<file path="src/rtl/fetch_config.svh">
`ifndef FETCH_CONFIG_SVH
`define FETCH_CONFIG_SVH

// words per fetch, one aligned pair
`define FETCH_NUM 2

// BTB entries, one per word pair
`define BTB_SIZE 64

// instruction queue entries, power of two
`define IQ_DEPTH 8

// boot vector
`define RESET_PC 32'hbfc0_0000

`endif

</file>
<file path="src/rtl/fetch_pkg.sv">
`default_nettype none

package fetch_pkg;

	typedef logic [31:0] virt_t;

	typedef struct packed {
		logic  valid;
		logic  taken;
		virt_t target;
	} branch_predict_t;

	typedef struct packed {
		logic            valid;
		virt_t           vaddr;
		logic [31:0]     instr;
		branch_predict_t branch_predict;
	} fetch_entry_t;

	typedef enum logic [1:0] {
		CF_NONE,
		CF_BRANCH,
		CF_JUMP_I,
		CF_JUMP_R
	} ctrl_flow_e;

	// major opcodes seen by the pre-decoder
	typedef enum logic [5:0] {
		SPECIAL = 6'h00,
		REGIMM  = 6'h01,
		J       = 6'h02,
		JAL     = 6'h03,
		BEQ     = 6'h04,
		BNE     = 6'h05,
		BLEZ    = 6'h06,
		BGTZ    = 6'h07
	} opcode_e;

endpackage

`default_nettype wire

</file>
<file path="src/rtl/instr_queue.sv">
`default_nettype none
`include "fetch_config.svh"

module instr_queue #(
	parameter int DEPTH = `IQ_DEPTH
) (
	input  logic                          clk,
	input  logic                          rst,
	input  logic                          flush,
	input  fetch_pkg::fetch_entry_t [1:0] push_data,
	input  logic [1:0]                    push_num,
	output logic                          full,
	output fetch_pkg::fetch_entry_t [1:0] pop_data,
	output logic [1:0]                    pop_valid,
	input  logic [1:0]                    pop_num
);

	// pointers wrap naturally, DEPTH is a power of two
	localparam int PTR_W = $clog2(DEPTH);
	localparam int CNT_W = $clog2(DEPTH + 1);

	fetch_pkg::fetch_entry_t mem [DEPTH];

	logic [PTR_W-1:0] head, tail;
	logic [CNT_W-1:0] count;
	logic [1:0]       push_acc;

	// fewer than two free slots
	assign full     = count > CNT_W'(DEPTH - 2);
	assign push_acc = full ? 2'd0 : push_num;

	always_ff @(posedge clk) begin
		if (rst || flush) begin
			head  <= '0;
			tail  <= '0;
			count <= '0;
		end else begin
			head  <= head + PTR_W'(pop_num);
			tail  <= tail + PTR_W'(push_acc);
			count <= count + CNT_W'(push_acc) - CNT_W'(pop_num);
		end
	end

	always_ff @(posedge clk) begin
		if (push_acc != 2'd0)
			mem[tail] <= push_data[0];
		if (push_acc == 2'd2)
			mem[PTR_W'(tail + 1'b1)] <= push_data[1];
	end

	assign pop_data[0]  = mem[head];
	assign pop_data[1]  = mem[PTR_W'(head + 1'b1)];
	assign pop_valid[0] = count != '0;
	assign pop_valid[1] = count > CNT_W'(1);

endmodule

`default_nettype wire

</file>
<file path="config.mk">
export PLATFORM = sky130hd
export DESIGN_NAME = instr_queue
export DESIGN_NICKNAME = d
export VERILOG_FILES = /design/src/rtl/fetch_pkg.sv /design/src/rtl/instr_queue.sv
export VERILOG_INCLUDE_DIRS = /design/src /design/src/rtl
export SDC_FILE = /design/constraint.sdc
export NUM_CORES = 2
export LEC_CHECK = 0
export BUFFER_PORTS_ARGS = -buffer_cell sky130_fd_sc_hd__buf_2
export CAP_MARGIN = 20
export CELL_PAD_IN_SITES_DETAIL_PLACEMENT = 2
export CELL_PAD_IN_SITES_GLOBAL_PLACEMENT = 2
export CORE_MARGIN = 1.5
export CORE_UTILIZATION = 25
export CTS_BUF_LIST = sky130_fd_sc_hd__clkbuf_4 sky130_fd_sc_hd__clkbuf_8 sky130_fd_sc_hd__clkbuf_16
export CTS_CLUSTER_DIAMETER = 30
export DETAILED_ROUTE_END_ITERATION = 12
export PLACE_DENSITY_LB_ADDON = 0.1
export SYNTH_ARGS = -nofsm -noshare
export SYNTH_HDL_FRONTEND = slang
export SYNTH_SLANG_ARGS = --single-unit
</file>
<file path="constraint.sdc">
create_clock -name clk -period 8.02 [get_ports clk]
set_input_delay 1.604 -clock clk [delete_from_list [all_inputs] [get_ports clk]]
set_output_delay 1.604 -clock clk [all_outputs]
set_load 0.02 [all_outputs]
</file>
==> summary.md <==
| Metric | Value |
|---|---|
| Initial antenna violation count | 67 |
| RePlAce Congestion | just over 0.7 |
| Post-Synth XOR/XNOR Area | less than 1% |
| Seq/Total Area, Yosys | 52.36% |
| Via count | between 20000 and 30000 |
| Ranking of synthesized cells by area | edfxtp_1 52%, mux2_2 23%, mux4_2 19% |
| Setup crit end | pop_data[178] |
| Post-CTS Resized | 0 |
| WS Path Type | reg -> out |
| R2R depth | 8 |
| Post-Synth Simple-Gate Area | 0.8851% |
| Synth Flop Type | edfxtp_1 |
| First-pass GRT wire length | roughly 250000 µm |
| Rows | roughly 160 |
| Cell with the most instances after synthesis | mux2_2 |
| Finished Layout Cells | around 5600 |
| Total track usage | a little under a fifth |
| Post-synth top area share | roughly half |
| Hold Startpoint | count[0] |
| Clock skew | 0.04456 ns |
| DRT iter0 DRCs | 1377 |
| CTS tree | done |
| Layout Nets | about 3300 |
| Yosys reg bits | roughly 800 |
| Critical Path RT | around 6.4 ns |
| Reg2reg start | count[3] |
| Slew of the pin with the lowest slew margin | between 1 and 1.5 ns |
| Synth Area per Inst | approximately 18 µm² |
| Post-synth cell types | 39 |
| Minimum clock period | between 5 and 6 ns |
| Cells after synthesis | 2480 |
| Drc violations | 0 |
| Initial Utilization | ~25% |
| Worst Setup SP | head[0] |
| Number of global-route vias before repair | ~33000 |
| YS warnings | 0 |
| Setup TNS | 0 ns |
| Synthesis-to-layout area growth | 29.62% |
| Status | finished, final reports clean |
| Crit share post-route | between 70% and 80% |
| Die width | between 400 and 500 µm |
| Gr ovfl total | 0 |
| Clock Path Buffers | 4 |
| Seq pwr share | 29.0% |
| Synthesized cell area | 0.04580 mm² |
| Port Buffer Count | 405 |
| Syn_nets | 2700 |
| Total of max-cap violations | 0 |
| CTS root buffer | clkbuf_16 |
| Placed cell count | between 5000 and 6000 |
| Post-synth EDFFs | roughly 800 |
| Die height | approximately 430 µm |
| P_int | 13.21 mW |
| Htree depth | 5 |
| Latest clock arrival within the worst-skew pair | around 0.89 ns |
| Slew Limit Fails | 0 |
| P_leak | roughly 20 nW |
| Clock share of power | a little under three fifths |
| Wire length per cell | between 30 and 40 µm |
| Switching Share | about 25% |
| Yosys top cell by area | edfxtp_1 |
| Worst Path Max Fanout | between 40 and 50 |
| Final HPWL from detailed placement | roughly 99000 µm |
| Synth Area in Adders | less than 1% |
| Pwr dens | 298.6 mW/mm² |
| Async SR Flop Fraction | 0% |
| Peak VDD IR | around 0.16 mV |
| Setup Viol. Count Final | 0 |
| Post-CTS Repair Setup Buffers | 0 |
| Compound-cell area share of the yosys netlist | less than 1% |
| Mux cell area share after synthesis | 43.84% |
| Final wirelength | 177500 µm |
| Largest net degree at the start of global routing | between 100 and 150 |
| Clock buffers created by TritonCTS | roughly 290 |
| Hold slack | 0.6854 ns |
| Fmax | ~170 MHz |
| CP arrival | around 4.4 ns |
| Hold buffers post-CTS | 0 |
| RSZ-0062 raised after global routing | no |
| # IOs | ~410 |
| RR Endpoint | mem[3][56] |
| Synth cell count leaders | 950 x mux2_2, 792 x edfxtp_1, 396 x mux4_2 |
| Crit path capture type | output pin |
| R2R Setup Slk | 3.71 ns |
| Worst rel slew slack | 16.28% |
| Clock slew at reported path FFs | about 0.040 ns |
| Antenna Violating Nets Remaining | 0 |
| Hold Crit Class | reg -> reg |
| Net switching power | between 4 and 5 mW |
| Core box area | ~0.18 mm² |
| Via-to-Cell Ratio | around 5.0 |
| Dominant combinational cell family by area after synthesis | multiplexers |
| Startpoint types | register |
| # clock sinks | 802 |
| Die area | ~0.19 mm² |
| Hold Violations, Final | 0 |
| Layout cells sized above 1 | 69.97% |
| Logic pwr share | between 10% and 20% |
| First-pass detailed-route iteration total | 5 |
| Layout Utilization | 32.74% |
-- flip-flops by register name (all words and copies together) (netlist names) --
name	cells
mem	792
head	3
tail	3
count	4
-- worst min path at each step --
stage | end | slack (ns) | depth (start not counted)
global route | count[0] | 0.72 | 2
detailed placement | count[0] | 0.69 | 2
floorplan | head[0] | 0.56 | 2
CTS | count[0] | 0.69 | 2
global placement | count[0] | 0.66 | 2
finish | count[0] | 0.69 | 2
-- per-stage QoR --
stage	power, mW	setup WS (ns)	instance area, µm²
global placement	7.748	2.784	50560
detailed placement	7.812	2.769	50560
global route	18.39	1.650	59360
finish	17.73	2.035	59370
floorplan	6.738	0.07498	45800
CTS	18.05	1.810	59330
-- metal layers --
layer | track usage (%) | vias to the layer above | part of all wire [%]
met3 | 4.272 | 392 | 4.6
met1 | 21.73 | 15200 | 39
met5 | 0 | - | 0.088
met4 | 7.061 | 26 | 3.3
li1 | - | 11720 | -
met2 | 34.31 | 793 | 53
-- power by group through the flow --
stage	Sequential [mW]	Combinational [mW]	Clock (mW)
finish	5.14	2.54	10.0
global route	5.17	2.71	10.5
floorplan	5.16	1.58	0
global placement	5.18	2.57	0
detailed placement	5.21	2.60	0
CTS	5.14	2.62	10.3
-- final cells by class --
| type | instances | area [µm²] |
|---|---|---|
| fillers | 17950 | 122000 |
| flip-flops and latches | 802 | 23990 |
| multi-input cells | 1471 | 20970 |
| clock buffers | 354 | 7843 |
| well taps | 2370 | 2965 |
| repair buffers | 465 | 2590 |
| clock inverters | 129 | 925.9 |
| inverters | 12 | 45.04 |
| diodes | 15 | 37.54 |
-- cell families (layout without fill, tap and decap cells) --
family | Yosys count | after routing
xor gates and xnor gates | 6 | 6
adders and majority gates | 15 | 15
buffers and inverters | 207 | 960
DFF | 802 | 802
and+or+nand+nor | 48 | 48
muxes | 1387 | 1387
other | 0 | 15
AOI/OAI and AO/OA | 15 | 15
-- cell usage in the layout (no fill, tap or decap), drive strengths merged --
master,synthesis,final
xnor2,3,3
nand2,6,6
o22a,1,1
xor2,3,3
edfxtp,792,792
ha,11,11
a21boi,1,1
mux4,396,396
nor3,6,6
diode,0,15
inv,12,16
buf,130,465
and2,8,8
nor2,9,9
clkbuf,65,354
mux2,990,990
clkinvlp,0,1
fa,4,4
o22ai,1,1
dfxtp,10,10
mux2i,1,1
clkinv,0,111
and3,1,1
o211ai,1,1
or4b,3,3
a21o,2,2
bufinv,0,13
nor4,10,10
nand4b,1,1
o21ai,1,1
nand4bb,2,2
a21oi,4,4
or3,1,1
nor4b,1,1
o21a,4,4
-- worst max-delay path, stage by stage, from the launching register on --
cell     delay, ns
dfxtp_4       0.83
buf_4         0.82
buf_4         0.72
mux4_2        0.59
mux2_2        0.28
buf_2         0.17
(Power assumes the default switching activity.)
