--- config.mk ---
export PLATFORM = sky130hd
export DESIGN_NAME = decode_branch
export DESIGN_NICKNAME = d
export VERILOG_FILES = /design/src/rtl/fetch_config.svh /design/src/rtl/fetch_pkg.sv /design/src/rtl/decode_branch.sv
export SDC_FILE = /design/constraint.sdc
export NUM_CORES = 1
export LEC_CHECK = 0
export ABC_AREA = 1
export BUFFER_PORTS_ARGS = -buffer_cell sky130_fd_sc_hd__buf_4
export CORE_UTILIZATION = 32
export DETAILED_ROUTE_END_ITERATION = 7
export PLACE_DENSITY = 0.86
export SYNTH_ARGS = -nofsm -noshare
export SYNTH_HDL_FRONTEND = slang
export SYNTH_SLANG_ARGS = --single-unit
--- constraint.sdc ---
create_clock -name vclk -period 2
set_input_delay 0.3 -clock vclk [all_inputs]
set_output_delay 0.3 -clock vclk [all_outputs]
set_load 0.005 [all_outputs]
--- src/rtl/fetch_config.svh ---
`ifndef FETCH_CONFIG_SVH
`define FETCH_CONFIG_SVH

// words per fetch, one aligned pair
`define FETCH_NUM 2

// BTB entries, one per word pair
`define BTB_SIZE 64

// instruction queue entries, power of two
`define IQ_DEPTH 8

// boot vector
`define RESET_PC 32'hbfc0_0000

`endif

--- src/rtl/fetch_pkg.sv ---
`default_nettype none

package fetch_pkg;

	typedef logic [31:0] virt_t;

	typedef struct packed {
		logic  valid;
		logic  taken;
		virt_t target;
	} branch_predict_t;

	typedef struct packed {
		logic            valid;
		virt_t           vaddr;
		logic [31:0]     instr;
		branch_predict_t branch_predict;
	} fetch_entry_t;

	typedef enum logic [1:0] {
		CF_NONE,
		CF_BRANCH,
		CF_JUMP_I,
		CF_JUMP_R
	} ctrl_flow_e;

	// major opcodes seen by the pre-decoder
	typedef enum logic [5:0] {
		SPECIAL = 6'h00,
		REGIMM  = 6'h01,
		J       = 6'h02,
		JAL     = 6'h03,
		BEQ     = 6'h04,
		BNE     = 6'h05,
		BLEZ    = 6'h06,
		BGTZ    = 6'h07
	} opcode_e;

endpackage

`default_nettype wire

--- src/rtl/decode_branch.sv ---
`default_nettype none

module decode_branch (
	input  logic [31:0]           instr,
	output fetch_pkg::ctrl_flow_e cf,
	output fetch_pkg::virt_t      imm_target_offset
);

	fetch_pkg::opcode_e opcode;
	logic [5:0]         funct;
	logic [4:0]         rt;

	assign opcode = fetch_pkg::opcode_e'(instr[31:26]);
	assign funct  = instr[5:0];
	assign rt     = instr[20:16];

	always_comb begin
		cf = fetch_pkg::CF_NONE;
		case (opcode)
			// jr and jalr
			fetch_pkg::SPECIAL: begin
				if (funct == 6'h08 || funct == 6'h09)
					cf = fetch_pkg::CF_JUMP_R;
			end
			// bltz, bgez and their linking forms
			fetch_pkg::REGIMM: begin
				if (rt[4:1] == 4'b0000 || rt[4:1] == 4'b1000)
					cf = fetch_pkg::CF_BRANCH;
			end
			fetch_pkg::J, fetch_pkg::JAL:
				cf = fetch_pkg::CF_JUMP_I;
			fetch_pkg::BEQ, fetch_pkg::BNE, fetch_pkg::BLEZ, fetch_pkg::BGTZ:
				cf = fetch_pkg::CF_BRANCH;
			default:
				cf = fetch_pkg::CF_NONE;
		endcase
	end

	// word offset, relative to the word after the branch
	assign imm_target_offset = (cf == fetch_pkg::CF_BRANCH) ?
		{{14{instr[15]}}, instr[15:0], 2'b00} : '0;

endmodule

`default_nettype wire

==> flow_summary.json, run 1 <==
{
  "status": "finished clean",
  "yosysTopAreaCellShare": 0.266,
  "final_hold_viol_count": 0,
  "switchingPower_mw": 0.0406,
  "combPwrFrac": 1.000,
  "cts_hold_buf": 0,
  "start_util": 0.347,
  "area_growth_pct": 72.0,
  "drv_cap": 0,
  "post_cts_resized": 0,
  "rows": 13,
  "die_width_um": 39.6,
  "firstDrtPassIters": 4,
  "drive_above_1_share": 0.640,
  "path_class": "primary input to output port",
  "grt_overflow": 0,
  "vias_per_cell": 3.82,
  "post-route-util": 0.597,
  "yosys-top-cells-count": "inv_1, buf_4, nor2_1",
  "holdWs_ps": 901,
  "hold_depth": 4,
  "synth_compound_area_frac": 0,
  "switching_share": 0.420,
  "worstPathRequired_ps": 1700,
  "avgSynthCellArea_um2": 6.36,
  "synth-xor-area-share": 0,
  "drv_slew": 0,
  "final_area_um2": 777,
  "place_area_um2": 777,
  "synthSimpleGateAreaFrac": 0.515,
  "wl_um": 1010,
  "gp_congestion": 0.649,
  "track_usage": 0.112,
  "dieArea_mm2": 0.00157,
  "syn_area_um2": 452,
  "synth_most_common_cell": "inv_1",
  "synthAdderAreaFrac": 0,
  "rsz0062_at_grt": "false",
  "period_minus_slack_ps": 1610,
  "yosysWarnings": 0,
  "drt-initial-drc-count": 4,
  "io_pins": 66,
  "intPower_mw": 0.0561,
  "hp-class": "primary input to output port",
  "grt_max_degree": 16,
  "tns_ps": 0,
  "portBuffers": 57,
  "clock_buffers": 0,
  "yosys.cell_types.count": 12,
  "grt_antenna_before_repair": 0,
  "drc": 0,
  "startpoint_type": "primary input",
  "postRouteAntennaNets": 0,
  "ys_seq_area_frac": 0,
  "endpoint_kind": "output port",
  "crit_fanout": 9,
  "synth_top_family_by_area": "simple AND/OR/NAND/NOR gates",
  "synthTopCellsByArea": "buf_4, nor2_4, inv_1, nor2_1, buf_12",
  "grt_pass1_vias": 335,
  "core_mm2": 0.00130,
  "synthMuxAreaShare": 0,
  "die_h_um": 39.6,
  "dp_hpwl_um": 932,
  "powerDensity_mw_per_mm2": 124,
  "synthCells": 71,
  "seq_area_um2": 0,
  "ir_drop_uv": 58.2,
  "post-cts-setup-buffers": 0,
  "grt_pass1_wl_um": 1260,
  "setup-violations-final": 0,
  "pre_cts_ws_ps": 387,
  "routed-via-count": 493,
  "flops_and_latches": 0,
  "synth_area_leader_cell": "buf_4",
  "fmax_ghz": 0.623,
  "diodes": 0,
  "leakage_nw": 0.498,
  "critPathArrivalTime_ps": 1310,
  "seq_power_share": 0,
  "clkPwrFrac": 0,
  "wire_per_inst_um": 7.84,
  "fin_nets": 148,
  "timing.final.crit_share": 0.803,
  "finalWorstSetupSlack_ps": 394
}
## final timing paths
check | startpoint | end | slack, ps
worst max-delay path | instr[31] | imm_target_offset[13] | 390
worst min-delay path | instr[0] | imm_target_offset[2] | 900
## layout make-up
type	instances	area, um2
inverter	20	75.1
tap	15	18.8
fill	123	524
timing repair buffer	59	443
multi-input combinational	35	240
## cells by family (layout without fill, tap and decap cells)
group	count (synthesis)	after routing
buf+inv	37	79
other cells	1	2
simple gates	33	33
## power by group through the flow
| stage | Sequential [mW] | Clock [mW] | Combinational [mW] |
|---|---|---|---|
| after detailed placement | 0 | 0 | 0.0977 |
| after floorplan | 0 | 0 | 0.0491 |
| after CTS | 0 | 0 | 0.0979 |
| after global routing | 0 | 0 | 0.106 |
| final | 0 | 0 | 0.0967 |
| after global placement | 0 | 0 | 0.0948 |
## layout by cell type, fill, tap and decap left out
cell type	instances
nor2_1	15
buf_4	59
inv_1	20
nor2_4	10
nor2_8	1
or2_4	1
nand2_1	2
nand3_1	2
nand2_2	1
nand2_4	1
conb_1	2
## layer usage
metal | vias up | share of wire | track usage
met1 | 203 | 0.32 | 0.110
met3 | 0 | 0.098 | 0.0114
li1 | 262 | - | -
met5 | - | 0 | 0
met2 | 28 | 0.58 | 0.250
met4 | 0 | 0 | 0
## worst max-delay path: stages
cell and delay (ps):
buf_4 110, or2_4 270, nor2_8 100, nand2_4 90
buf_4 220, nor2_4 100, buf_4 110
## through the flow
stage | power [mW] | cells
after CTS | 0.0979 | 129
after floorplan | 0.0491 | 72
after detailed placement | 0.0977 | 129
after global routing | 0.106 | 129
final | 0.0967 | 129
after global placement | 0.0948 | 129
Note: power is estimated with default switching activity, not from simulation.
==> run 2: changes to the inputs <==
==> constraint.sdc (replaced) <==
create_clock -name vclk -period 1.5
set_input_delay 0.225 -clock vclk [all_inputs]
set_output_delay 0.225 -clock vclk [all_outputs]
set_load 0.005 [all_outputs]
==> flow_summary.json, run 2 (synthesized netlist as in run 1, its figures left out) <==
{
  "seq_area_um2": 0,
  "stdcell_count": 130,
  "wire_per_inst_um": 7.65,
  "drt-initial-drc-count": 2,
  "tns_ps": 0,
  "finalPower_mw": 0.131,
  "grt_antenna_before_repair": 0,
  "switching_share": 0.411,
  "clkPwrFrac": 0,
  "clock_buffers": 0,
  "portBuffers": 57,
  "period_minus_slack_ps": 1380,
  "timing.final.crit_share": 0.923,
  "routed-via-count": 498,
  "mostFrequentLayoutCell": "buf_4",
  "drv_cap": 0,
  "endpoint_kind": "output port",
  "worstPathRequired_ps": 1270,
  "hp-class": "primary input to output port",
  "fin_nets": 149,
  "die_width_um": 39.6,
  "setup-violations-final": 0,
  "fmax_ghz": 0.723,
  "grt_overflow": 0,
  "final_hold_viol_count": 0,
  "post-cts-setup-buffers": 0,
  "die_h_um": 39.6,
  "ir_drop_uv": 98.4,
  "path_class": "primary input to output port",
  "core_mm2": 0.00130,
  "holdWs_ps": 751,
  "drive_above_1_share": 0.652,
  "cpMaxStageDelayCell": "or2_4",
  "seq_power_share": 0,
  "critPathArrivalTime_ps": 1160,
  "flops_and_latches": 0,
  "drc": 0,
  "dieArea_mm2": 0.00157,
  "dp_hpwl_um": 906,
  "crit_chain": "buf_4 > or2_4 > nor2_8 > nand2_4 > nor2_2 > buf_4 > buf_4",
  "switchingPower_mw": 0.0538,
  "startpoint_type": "primary input",
  "crit_top_cell": "buf_4",
  "diodes": 0,
  "layout_common_cells": "buf_4, inv_1, nor2_1",
  "wl_um": 995,
  "combPwrFrac": 1.000,
  "grt_pass1_vias": 335,
  "powerDensity_mw_per_mm2": 164,
  "slowest_delay_ps": 260,
  "dp_cells": 130,
  "intPower_mw": 0.0773,
  "io_pins": 66,
  "gp_congestion": 0.606,
  "crit_fanout": 11,
  "rsz0062_at_grt": "false",
  "area_growth_pct": 77.0,
  "rows": 13,
  "track_usage": 0.105,
  "post_cts_resized": 0,
  "vias_per_cell": 3.83,
  "firstDrtPassIters": 2,
  "start_util": 0.347,
  "grt_pass1_wl_um": 1210,
  "cts_hold_buf": 0,
  "leakage_nw": 0.509,
  "grt_max_degree": 15,
  "drv_slew": 0,
  "status": "finished clean",
  "postRouteAntennaNets": 0
}
## run 2: power by group through the flow
stage,logic (mW),registers [mW],clock network (mW)
floorplan,0.0659,0,0
CTS,0.133,0,0
detailed placement,0.132,0,0
global placement,0.131,0,0
global route,0.144,0,0
finish,0.131,0,0
## run 2: routing by layer
layer | up-vias | track usage | part of all wire
met5 | - | 0 | 0
met4 | 0 | 0.0172 | 0
li1 | 264 | - | -
met2 | 46 | 0.205 | 0.43
met1 | 188 | 0.117 | 0.36
met3 | 0 | 0.0170 | 0.21
## run 2: final timing paths
path                   from                    end  depth (start not counted)
setup / recovery  instr[31]  imm_target_offset[28]                          7
hold / removal     instr[0]   imm_target_offset[2]                          4
## run 2: worst max-delay path: cells and delay by family
| kind | cells | cell delay (ps) |
|---|---|---|
| buffers and inverters | 3 | 400 |
| AND/OR/NAND/NOR | 4 | 530 |
## run 2: cell type report
cell class	count	area, um2
multi-input cells	35	243
repair buffers	60	463
inverters	20	75.1
well taps	15	18.8
fillers	123	502
## run 2: metrics by stage
stage          utilization  setup WS, ps  cell area (um2)
6_report             0.614           116              800
3_5_place_dp         0.614           107              800
2_1_floorplan            -          66.6              458
4_1_cts              0.614          98.1              800
3_3_place_gp         0.614           116              800
5_1_grt              0.614          47.4              800
