===== config.mk =====
export PLATFORM = sky130hd
export DESIGN_NAME = pc_generator_flat
export DESIGN_NICKNAME = d
export VERILOG_FILES = /design/src/rtl/fetch_pkg.sv /design/src/rtl/branch_update_if.sv /design/src/rtl/pc_generator.sv /design/src/flat_wrapper.sv
export VERILOG_INCLUDE_DIRS = /design/src /design/src/rtl
export SDC_FILE = /design/constraint.sdc
export NUM_CORES = 1
export LEC_CHECK = 0
export ABC_AREA = 1
export BUFFER_PORTS_ARGS = -buffer_cell sky130_fd_sc_hd__buf_2
export CELL_PAD_IN_SITES_DETAIL_PLACEMENT = 0
export CELL_PAD_IN_SITES_GLOBAL_PLACEMENT = 2
export CORE_UTILIZATION = 18
export CTS_BUF_LIST = sky130_fd_sc_hd__clkbuf_8
export DETAILED_ROUTE_END_ITERATION = 16
export PLACE_DENSITY = 0.84
export SETUP_SLACK_MARGIN = 0.5
export SLEW_MARGIN = 20
export SYNTH_ARGS = -nofsm -noshare
export SYNTH_HDL_FRONTEND = slang
export SYNTH_SLANG_ARGS = --single-unit

===== constraint.sdc =====
create_clock -name clk -period 1.7 [get_ports clk]
set_input_delay 0.51 -clock clk [delete_from_list [all_inputs] [get_ports clk]]
set_output_delay 0.51 -clock clk [all_outputs]
set_load 0.02 [all_outputs]

===== src/rtl/fetch_config.svh =====
`ifndef FETCH_CONFIG_SVH
`define FETCH_CONFIG_SVH

// words per fetch, one aligned pair
`define FETCH_NUM 2

// BTB entries, one per word pair
`define BTB_SIZE 64

// instruction queue entries, power of two
`define IQ_DEPTH 8

// boot vector
`define RESET_PC 32'hbfc0_0000

`endif


===== src/rtl/fetch_pkg.sv =====
`default_nettype none

package fetch_pkg;

	typedef logic [31:0] virt_t;

	typedef struct packed {
		logic  valid;
		logic  taken;
		virt_t target;
	} branch_predict_t;

	typedef struct packed {
		logic            valid;
		virt_t           vaddr;
		logic [31:0]     instr;
		branch_predict_t branch_predict;
	} fetch_entry_t;

	typedef enum logic [1:0] {
		CF_NONE,
		CF_BRANCH,
		CF_JUMP_I,
		CF_JUMP_R
	} ctrl_flow_e;

	// major opcodes seen by the pre-decoder
	typedef enum logic [5:0] {
		SPECIAL = 6'h00,
		REGIMM  = 6'h01,
		J       = 6'h02,
		JAL     = 6'h03,
		BEQ     = 6'h04,
		BNE     = 6'h05,
		BLEZ    = 6'h06,
		BGTZ    = 6'h07
	} opcode_e;

endpackage

`default_nettype wire


===== src/rtl/branch_update_if.sv =====
`default_nettype none

// resolved branch from the backend, one pulse per branch
interface branch_update_if;

	logic             valid;
	logic             mispredict;
	logic             taken;
	fetch_pkg::virt_t pc;
	fetch_pkg::virt_t target;

	modport source (
		output valid, mispredict, taken, pc, target
	);

	modport sink (
		input valid, mispredict, taken, pc, target
	);

endinterface

`default_nettype wire


===== src/rtl/pc_generator.sv =====
`default_nettype none
`include "fetch_config.svh"

module pc_generator (
	input  logic                  clk,
	input  logic                  rst,
	input  logic                  hold,
	input  logic                  except_valid,
	input  fetch_pkg::virt_t      except_vec,
	branch_update_if.sink         upd,
	input  logic                  presolve_mispredict,
	input  fetch_pkg::virt_t      presolve_target,
	input  logic                  replay_valid,
	input  fetch_pkg::virt_t      replay_vaddr,
	input  logic                  predict_taken,
	input  fetch_pkg::virt_t      predict_target,
	output fetch_pkg::virt_t      pc,
	output logic                  pc_en
);

	localparam int ALIGN_W = $clog2(`FETCH_NUM) + 2;

	fetch_pkg::virt_t seq_pc;

	// next aligned pair
	assign seq_pc = {pc[31:ALIGN_W] + 1'b1, {ALIGN_W{1'b0}}};

	always_ff @(posedge clk) begin
		if (rst) begin
			pc    <= `RESET_PC;
			pc_en <= 1'b0;
		end else begin
			pc_en <= 1'b1;
			// backend redirects must not be lost while the cache stalls
			if (except_valid) begin
				pc <= except_vec;
			end else if (upd.valid && upd.mispredict) begin
				pc <= upd.target;
			end else if (!hold && pc_en) begin
				if (presolve_mispredict)
					pc <= presolve_target;
				else if (replay_valid)
					pc <= replay_vaddr;
				else if (predict_taken)
					pc <= predict_target;
				else
					pc <= seq_pc;
			end
		end
	end

endmodule

`default_nettype wire


===== src/flat_wrapper.sv =====
// flat-port wrapper written by rule: the top's interface ports become plain ports
module pc_generator_flat 
  (clk, rst, hold, except_valid, except_vec, presolve_mispredict, presolve_target, replay_valid, replay_vaddr, predict_taken, predict_target, pc, pc_en, upd_valid, upd_mispredict, upd_taken, upd_pc, upd_target);
  branch_update_if upd_i ();
  input  logic clk;
  input  logic rst;
  input  logic hold;
  input  logic except_valid;
  input  fetch_pkg::virt_t except_vec;
  input  logic presolve_mispredict;
  input  fetch_pkg::virt_t presolve_target;
  input  logic replay_valid;
  input  fetch_pkg::virt_t replay_vaddr;
  input  logic predict_taken;
  input  fetch_pkg::virt_t predict_target;
  output fetch_pkg::virt_t pc;
  output logic pc_en;
  input wire logic [$bits(upd_i.valid)-1:0] upd_valid;
  input wire logic [$bits(upd_i.mispredict)-1:0] upd_mispredict;
  input wire logic [$bits(upd_i.taken)-1:0] upd_taken;
  input wire logic [$bits(upd_i.pc)-1:0] upd_pc;
  input wire logic [$bits(upd_i.target)-1:0] upd_target;
  assign upd_i.valid = upd_valid;
  assign upd_i.mispredict = upd_mispredict;
  assign upd_i.taken = upd_taken;
  assign upd_i.pc = upd_pc;
  assign upd_i.target = upd_target;
  pc_generator u_core (.clk(clk), .rst(rst), .hold(hold), .except_valid(except_valid), .except_vec(except_vec), .upd(upd_i), .presolve_mispredict(presolve_mispredict), .presolve_target(presolve_target), .replay_valid(replay_valid), .replay_vaddr(replay_vaddr), .predict_taken(predict_taken), .predict_target(predict_target), .pc(pc), .pc_en(pc_en));
endmodule

==> results by group, run 1 <==
Outcome
  • Failing checks: negative setup slack
  • Status: complete, but fails checks

Setup path
  • CP Launch Point: u_core.pc[5]$_SDFFE_PP0P_
  • Cells along the critical path: buf_6 > nand3_4 > buf_4 > buf_6 > xnor2_2 > mux2i_1 > o21ai_1 > o21ai_1 > o21ai_1 > nand2_1 > a21oi_2
  • CP max FO: 6
  • Critical register-to-register path startpoint: u_core.pc[5]$_SDFFE_PP0P_
  • Most used cell, CP: o21ai_1
  • Reg2reg end: u_core.pc[7]$_SDFFE_PP0P_
  • Slowest stage delay, CP: 0.43 ns
  • Crit path arrival time: 2.01 ns
  • CP max stage cell: dfxtp_4
  • Req. time, crit path: 1.93 ns
  • Cell depth of the worst flop-to-flop path: 11
  • WS Path Type: register to register
  • CP startpoint kind: register
  • Setup crit end kind: register
  • R2R Setup Slk: -0.09 ns

Placement
  • GPL Wtd Cong: 0.867
  • Pre-CTS WS: -0.105 ns
  • DP Area: 5770 µm²
  • Detailed placement HPWL: 15900 µm
  • I/O Buffers: 201
  • Placed cells: 1236

STA
  • Peak Freq: 559 MHz
  • Setup ws final: -0.0877 ns
  • Worst Tran Pin Value: 0.271 ns
  • Setup skew after layout: 0.0182 ns
  • Max-slew violations: 0
  • Hold Vio Cnt, Final: 0
  • Max transition margin: 0.818
  • Part of the cycle the worst path needs: 1.05
  • Smallest hold slack: 0.481 ns
  • Tmin final: 1.79 ns
  • Final Setup Violations: 7
  • RSZ-0062 raised after global routing: yes

Floorplan
  • Row count: 52
  • Horiz. Die Dim: 147 µm
  • Core area: 20400 µm²
  • # IOs: 235
  • Die height: 147 µm
  • Initial Util: 0.185
  • Die area: 21500 µm²

GRT
  • Vias in the first global route: 5662
  • Tot GR Track Use: 0.190
  • Pin count of the biggest net entering global routing: 43
  • Met2 GRT Util: 0.311
  • Met1 global-route usage: 0.260
  • First-pass GRT wire length: 31400 µm
  • Gr ovfl total: 0
  • Grt peak-use layer: met2
  • Initial antenna violation count: 3
  • GR Util met3: 0.0248

Power
  • Pwr dens: 487 nW/µm²
  • Total design power: 3.52 mW
  • Leakage: 3.59 nW
  • VDD IR max: 0.285 mV

Routing
  • Detailed Routing Iterations Pass 1: 5
  • Remaining antenna violation count: 0
  • DR WL/cell: 15.9 µm
  • Wirelength, routed: 20600 µm
  • Vias per inst: 4.40
  • Initial DRC Count: 307
  • DRC: 0
  • Via Count: 5699

Synthesis
  • Mapped Cells: 728
  • Most area-hungry cell type in the Yosys netlist: nand2_1
  • Netlist Area Pre-Place: 3770 µm²
  • Number of enable flip-flop cells after synthesis: 0
  • Top cells by count, synth: nand2_1, nor2_1, nand3_1, inv_1, a21oi_1
  • Count leader, synth: nand2_1
  • Synth warnings: 0
  • Post-synth top flop: dfxtp_1
  • #FFs+latches synth: 33
  • Post-synth ARST share: 0
  • Syn nets: 931
  • Largest cells by area after synthesis: nand2_1, dfxtp_1, nor2_1
  • Seq/Total Area, Yosys: 0.175
  • Avg Inst Size Synth: 5.18 µm²
  • Synth top area share: 0.242
  • Yosys cell types: 31

CTS
  • Clk_lat worst skew: 0.30 ns
  • Sinks on Clock Net: 33
  • CTS tree: built
  • Clock Path Buffers: 2
  • Reg clk slew, reported paths: 0.09 ns
  • H-tree depth: 2
  • CTS root buf: clkbuf_8
  • CTS Hold Buffers Added: 0
  • Total CTS buffers: 5

Hold path
  • Worst Hold End: u_core.pc[0]$_SDFFE_PP0P_
  • Min-delay src: except_vec[0]
  • Hold depth: 3
  • Min-delay worst type: primary input to register

Layout
  • Post-route cell area: 7220 µm²
  • Area delta synth->final: 91.5%
  • Nets: 1223
  • Final cell count without fillers: 1295
  • Share of layout cells above drive strength 1: 0.503

Job
  • Max-Cap Viols: 0
per-stage QoR:
stage,TNS [ns],utilization
finish,-0.226,0.355
global route,-2.49,0.354
CTS,-0.0407,0.329
detailed placement,-0.976,0.283
global placement,-0.843,0.283
floorplan,0,-
cell usage in the layout (no fill, tap or decap), drive strengths merged:
master    count
nand3        74
ha            1
o21ai        44
a22oi         1
mux2i         1
diode         4
dfxtp        33
bufinv        1
o211ai       21
clkinvlp      1
nor3          3
nor2        128
o21bai        3
xor2          1
buf         324
nand4         3
clkbuf        6
or2          14
a221oi        1
clkinv        7
a21oi        45
xnor2         3
inv          56
nand2       250
cell type report:
type                       count  area [µm²]
inverter                      62         283
clock buffer                   6        82.6
sequential                    33         762
timing repair buffer         324        2430
clock inverter                 2        37.5
fill                        2242       13100
timing repair inverter         1        16.3
antenna                        4        10.0
multi-input combinational    593        3260
tap                          270         338
report_power, final:
group | internal (mW) | total (mW) | switching (mW)
logic | 0.848 | 1.74 | 0.895
registers | 0.851 | 0.967 | 0.116
clock network | 0.477 | 0.807 | 0.330
logic make-up (layout without fill, tap and decap cells):
group	count (synthesis)	count (layout)	synth area share
xor gates and xnor gates	4	4	0.00929
muxes	1	1	0.00265
AOI/OAI and AO/OA	115	115	0.170
and+or+nand+nor	472	472	0.533
DFF	33	33	0.175
buffers and inverters	102	395	0.106
other	0	4	0
adders and majority gates	1	1	0.00332
worst max-delay path by stage:
stage,end,cells past startpoint
2_1_floorplan,u_core.pc[13]$_SDFFE_PP0P_,14
3_3_place_gp,u_core.pc[22]$_SDFFE_PP1P_,13
3_5_place_dp,u_core.pc[13]$_SDFFE_PP0P_,14
4_1_cts,u_core.pc[29]$_SDFFE_PP1P_,14
5_1_grt,u_core.pc[7]$_SDFFE_PP0P_,11
6_report,u_core.pc[7]$_SDFFE_PP0P_,11
sequential cells by signal, indices dropped and copies added, names as in the netlist:
register / flops
u_core.pc: 32
u_core.pc_en: 1
worst max-delay path, delay by kind of cell, from the launching register on:
family          cells  cell delay, ns
compound gates      4            0.50
buf+inv             3            0.38
flops               1            0.43
xor+xnor            1            0.12
simple gates        2            0.18
mux                 1            0.08
per-layer routing:
metal,wire length [µm],vias up
li1,-,2924
met5,13,-
met1,9660,2585
met4,366,2
met2,9570,161
met3,1020,27
repair_timing:
item / CTS / global route
buffers inserted: 23 / 22
pin swaps: 42 / 61
setup endpoints to repair: 65 / 65
gates resized for setup: 184 / 92
gates cloned: 2 / 0
(Power assumes the default switching activity.)
==> inputs of run 2 (changes only) <==
CORE_MARGIN = 2   (was not set)
GPL_TIMING_DRIVEN = 0   (was not set)
==> run 2 against run 1 <==
The flow still finishes with violations (negative setup slack). Critical endpoint unchanged. Register-to-register slack about the same. Clock skew decreased by 0.0077 ns. Critical path type unchanged. Final cell count shrank 2.5%. Count of clock-buffer cells in the layout is the same. Worst hold slack got worse by 0.060 ns. Global-route usage increased by 0.41 points. Worst setup slack gained 0.012 ns. Power is 3.2% lower. Sequential cell count unchanged.
==> results by group, run 2 (synthesized netlist as in run 1, its figures left out) <==
Outcome
  • Status: complete, but fails checks
  • Failing checks: negative setup slack

Setup path
  • Setup crit end kind: register
  • WS Path Type: register to register
  • Crit path arrival time: 2.02 ns (about the same)
  • Cell depth of the worst flop-to-flop path: 10 (-1)
  • CP max FO: 4 (-2)
  • CP startpoint kind: register
  • Req. time, crit path: 1.94 ns (about the same)

Power
  • Total design power: 3.40 mW (-3.2%)
  • Leakage: 3.26 nW (-9.0%)
  • VDD IR max: 0.263 mV (-7.4%)
  • Pwr dens: 514 nW/µm² (+5.6%)

STA
  • Max transition margin: 0.543 (-0.276)
  • Worst Tran Pin Value: 0.686 ns (+0.415 ns)
  • Setup skew after layout: 0.0105 ns (-0.00773 ns)
  • Setup ws final: -0.0760 ns (+0.0117 ns)
  • RSZ-0062 raised after global routing: yes
  • Peak Freq: 563 MHz (+0.66%)
  • Final Setup Violations: 11 (+4)
  • Hold Vio Cnt, Final: 0 (unchanged)
  • Part of the cycle the worst path needs: 1.04 (-0.00689)
  • Tmin final: 1.78 ns (-0.0117 ns)
  • Max-slew violations: 0 (unchanged)
  • Smallest hold slack: 0.422 ns (-0.0595 ns)

Layout
  • Area delta synth->final: 75.5%
  • Final cell count without fillers: 1262 (-2.5%)
  • FF+latch area: 772 µm² (+1.3%)
  • Commonest non-fill, non-tap cell in the layout: nand2_1
  • Share of layout cells above drive strength 1: 0.441 (-0.0626)
  • Nets: 1191 (-2.6%)
  • Leading registers by flop count: u_core.pc (32), u_core.pc_en (1)
  • Largest register FFs: 32 (unchanged)
  • Multi-input logic area: 3120 µm² (-4.4%)
  • Most frequent cells in the layout: nand2_1, buf_2, nor2_1
  • Filler instances: 2367 (+5.6%)
  • Most flop-heavy register: u_core.pc

Floorplan
  • # IOs: 235 (unchanged)
  • Die height: 149 µm (+1.4%)
  • Die area: 22100 µm² (+2.7%)
  • Row count: 52 (unchanged)
  • Horiz. Die Dim: 149 µm (+1.4%)
  • Core area: 20400 µm² (+0.32%)
  • Initial Util: 0.185 (-0.000590)

GRT
  • Tot GR Track Use: 0.194 (+0.00410)
  • Initial antenna violation count: 3 (unchanged)
  • Pin count of the biggest net entering global routing: 12 (-72%)
  • First-pass GRT wire length: 32000 µm (+1.8%)
  • Vias in the first global route: 5552 (-1.9%)
  • Gr ovfl total: 0 (unchanged)

Placement
  • Detailed placement HPWL: 17500 µm (+9.9%)
  • Pre-CTS WS: -0.408 ns (-0.303 ns)
  • I/O Buffers: 198 (-1.5%)
  • GPL Wtd Cong: 0.881 (+1.7%)
  • Placed cells: 1196 (-3.2%)

CTS
  • CTS root buf: clkbuf_8
  • Clock Path Buffers: 2 (unchanged)
  • Clk_lat worst skew: 0.31 ns (about the same)
  • H-tree depth: 2 (unchanged)
  • CTS tree: built
  • Total CTS buffers: 5 (unchanged)
  • CTS Hold Buffers Added: 0 (unchanged)
  • Reg clk slew, reported paths: 0.08 ns (about the same)
  • Sinks on Clock Net: 33 (unchanged)

Routing
  • DR WL/cell: 17.5 µm (+9.7%)
  • DRC: 0 (unchanged)
  • Detailed Routing Iterations Pass 1: 5 (unchanged)
  • Vias per inst: 4.50 (+2.2%)
  • Remaining antenna violation count: 0 (unchanged)
  • Wirelength, routed: 22100 µm (+6.9%)
  • Initial DRC Count: 254 (-17%)
  • Via Count: 5674 (-0.44%)

Job
  • Max-Cap Viols: 0 (unchanged)

Hold path
  • Min-delay worst type: primary input to register
  • Hold depth: 2 (-1)
[run 2: cell count changes in the layout (fill, tap and decap cells not counted), sizes merged]
cell      delta
clkbuf      +27
clkinv       -4
inv          +2
buf         -58
diode        -1
clkinvlp     +1
[run 2: layout make-up]
cell class                      count  share of cell area
Sequential cell                    33               0.117
Inverter                           62              0.0393
Multi-Input combinational cell    593               0.471
Timing Repair Buffer              253               0.261
Clock inverter                      2             0.00567
Buffer                             40              0.0418
Tap cell                          270              0.0510
Clock buffer                        6              0.0125
Antenna cell                        3             0.00113
[run 2: worst paths after layout]
path / slack (ns) / endpoint / startpoint
worst min-delay path: 0.42 / u_core.pc[3]$_SDFFE_PP0P_ / rst
worst min register to register: 0.54 / u_core.pc[1]$_SDFFE_PP0P_ / u_core.pc[1]$_SDFFE_PP0P_
worst max register to register: -0.08 / u_core.pc[7]$_SDFFE_PP0P_ / u_core.pc[4]$_SDFFE_PP0P_
worst max-delay path: -0.08 / u_core.pc[7]$_SDFFE_PP0P_ / u_core.pc[4]$_SDFFE_PP0P_
[run 2: report_power, final]
part	internal [mW]	switching [mW]	leakage (nW)
registers	0.850	0.141	0.288
clock network	0.477	0.349	0.0574
logic	0.731	0.856	2.92
total	2.06	1.35	3.26
[run 2: per-layer routing]
| metal | vias to the layer above | global-route usage | routed length, µm |
|---|---|---|---|
| met4 | 0 | 0.0486 | 342 |
| met5 | - | 0 | 0 |
| li1 | 2864 | - | - |
| met3 | 17 | 0.0275 | 1200 |
| met1 | 2603 | 0.260 | 9980 |
| met2 | 190 | 0.329 | 10500 |
[run 2: critical path: stages (launching register included)]
cell,delay [ns]
dfxtp_4,0.40
ha_4,0.15
nand3_4,0.12
buf_4,0.17
xnor2_2,0.16
mux2i_1,0.09
o21ai_1,0.20
o21ai_1,0.13
o21ai_1,0.13
nand2_1,0.07
a21oi_1,0.10
[run 2: timing repair]
item / 4_1_cts / 5_1_grt
cloned: 0 / 0
setup buffers: 45 / 10
gates resized for setup: 165 / 55
endpoints found under the setup margin: 65 / 65
pin swaps: 40 / 27
[run 2: metrics by stage]
stage	area [µm²]	TNS [ns]	utilization
6_report	6620	-0.563	0.324
5_1_grt	6620	-2.96	0.324
4_1_cts	6370	-0.483	0.312
3_5_place_dp	5360	-11.15	0.262
3_3_place_gp	5360	-11.70	0.262
2_1_floorplan	4030	0	-
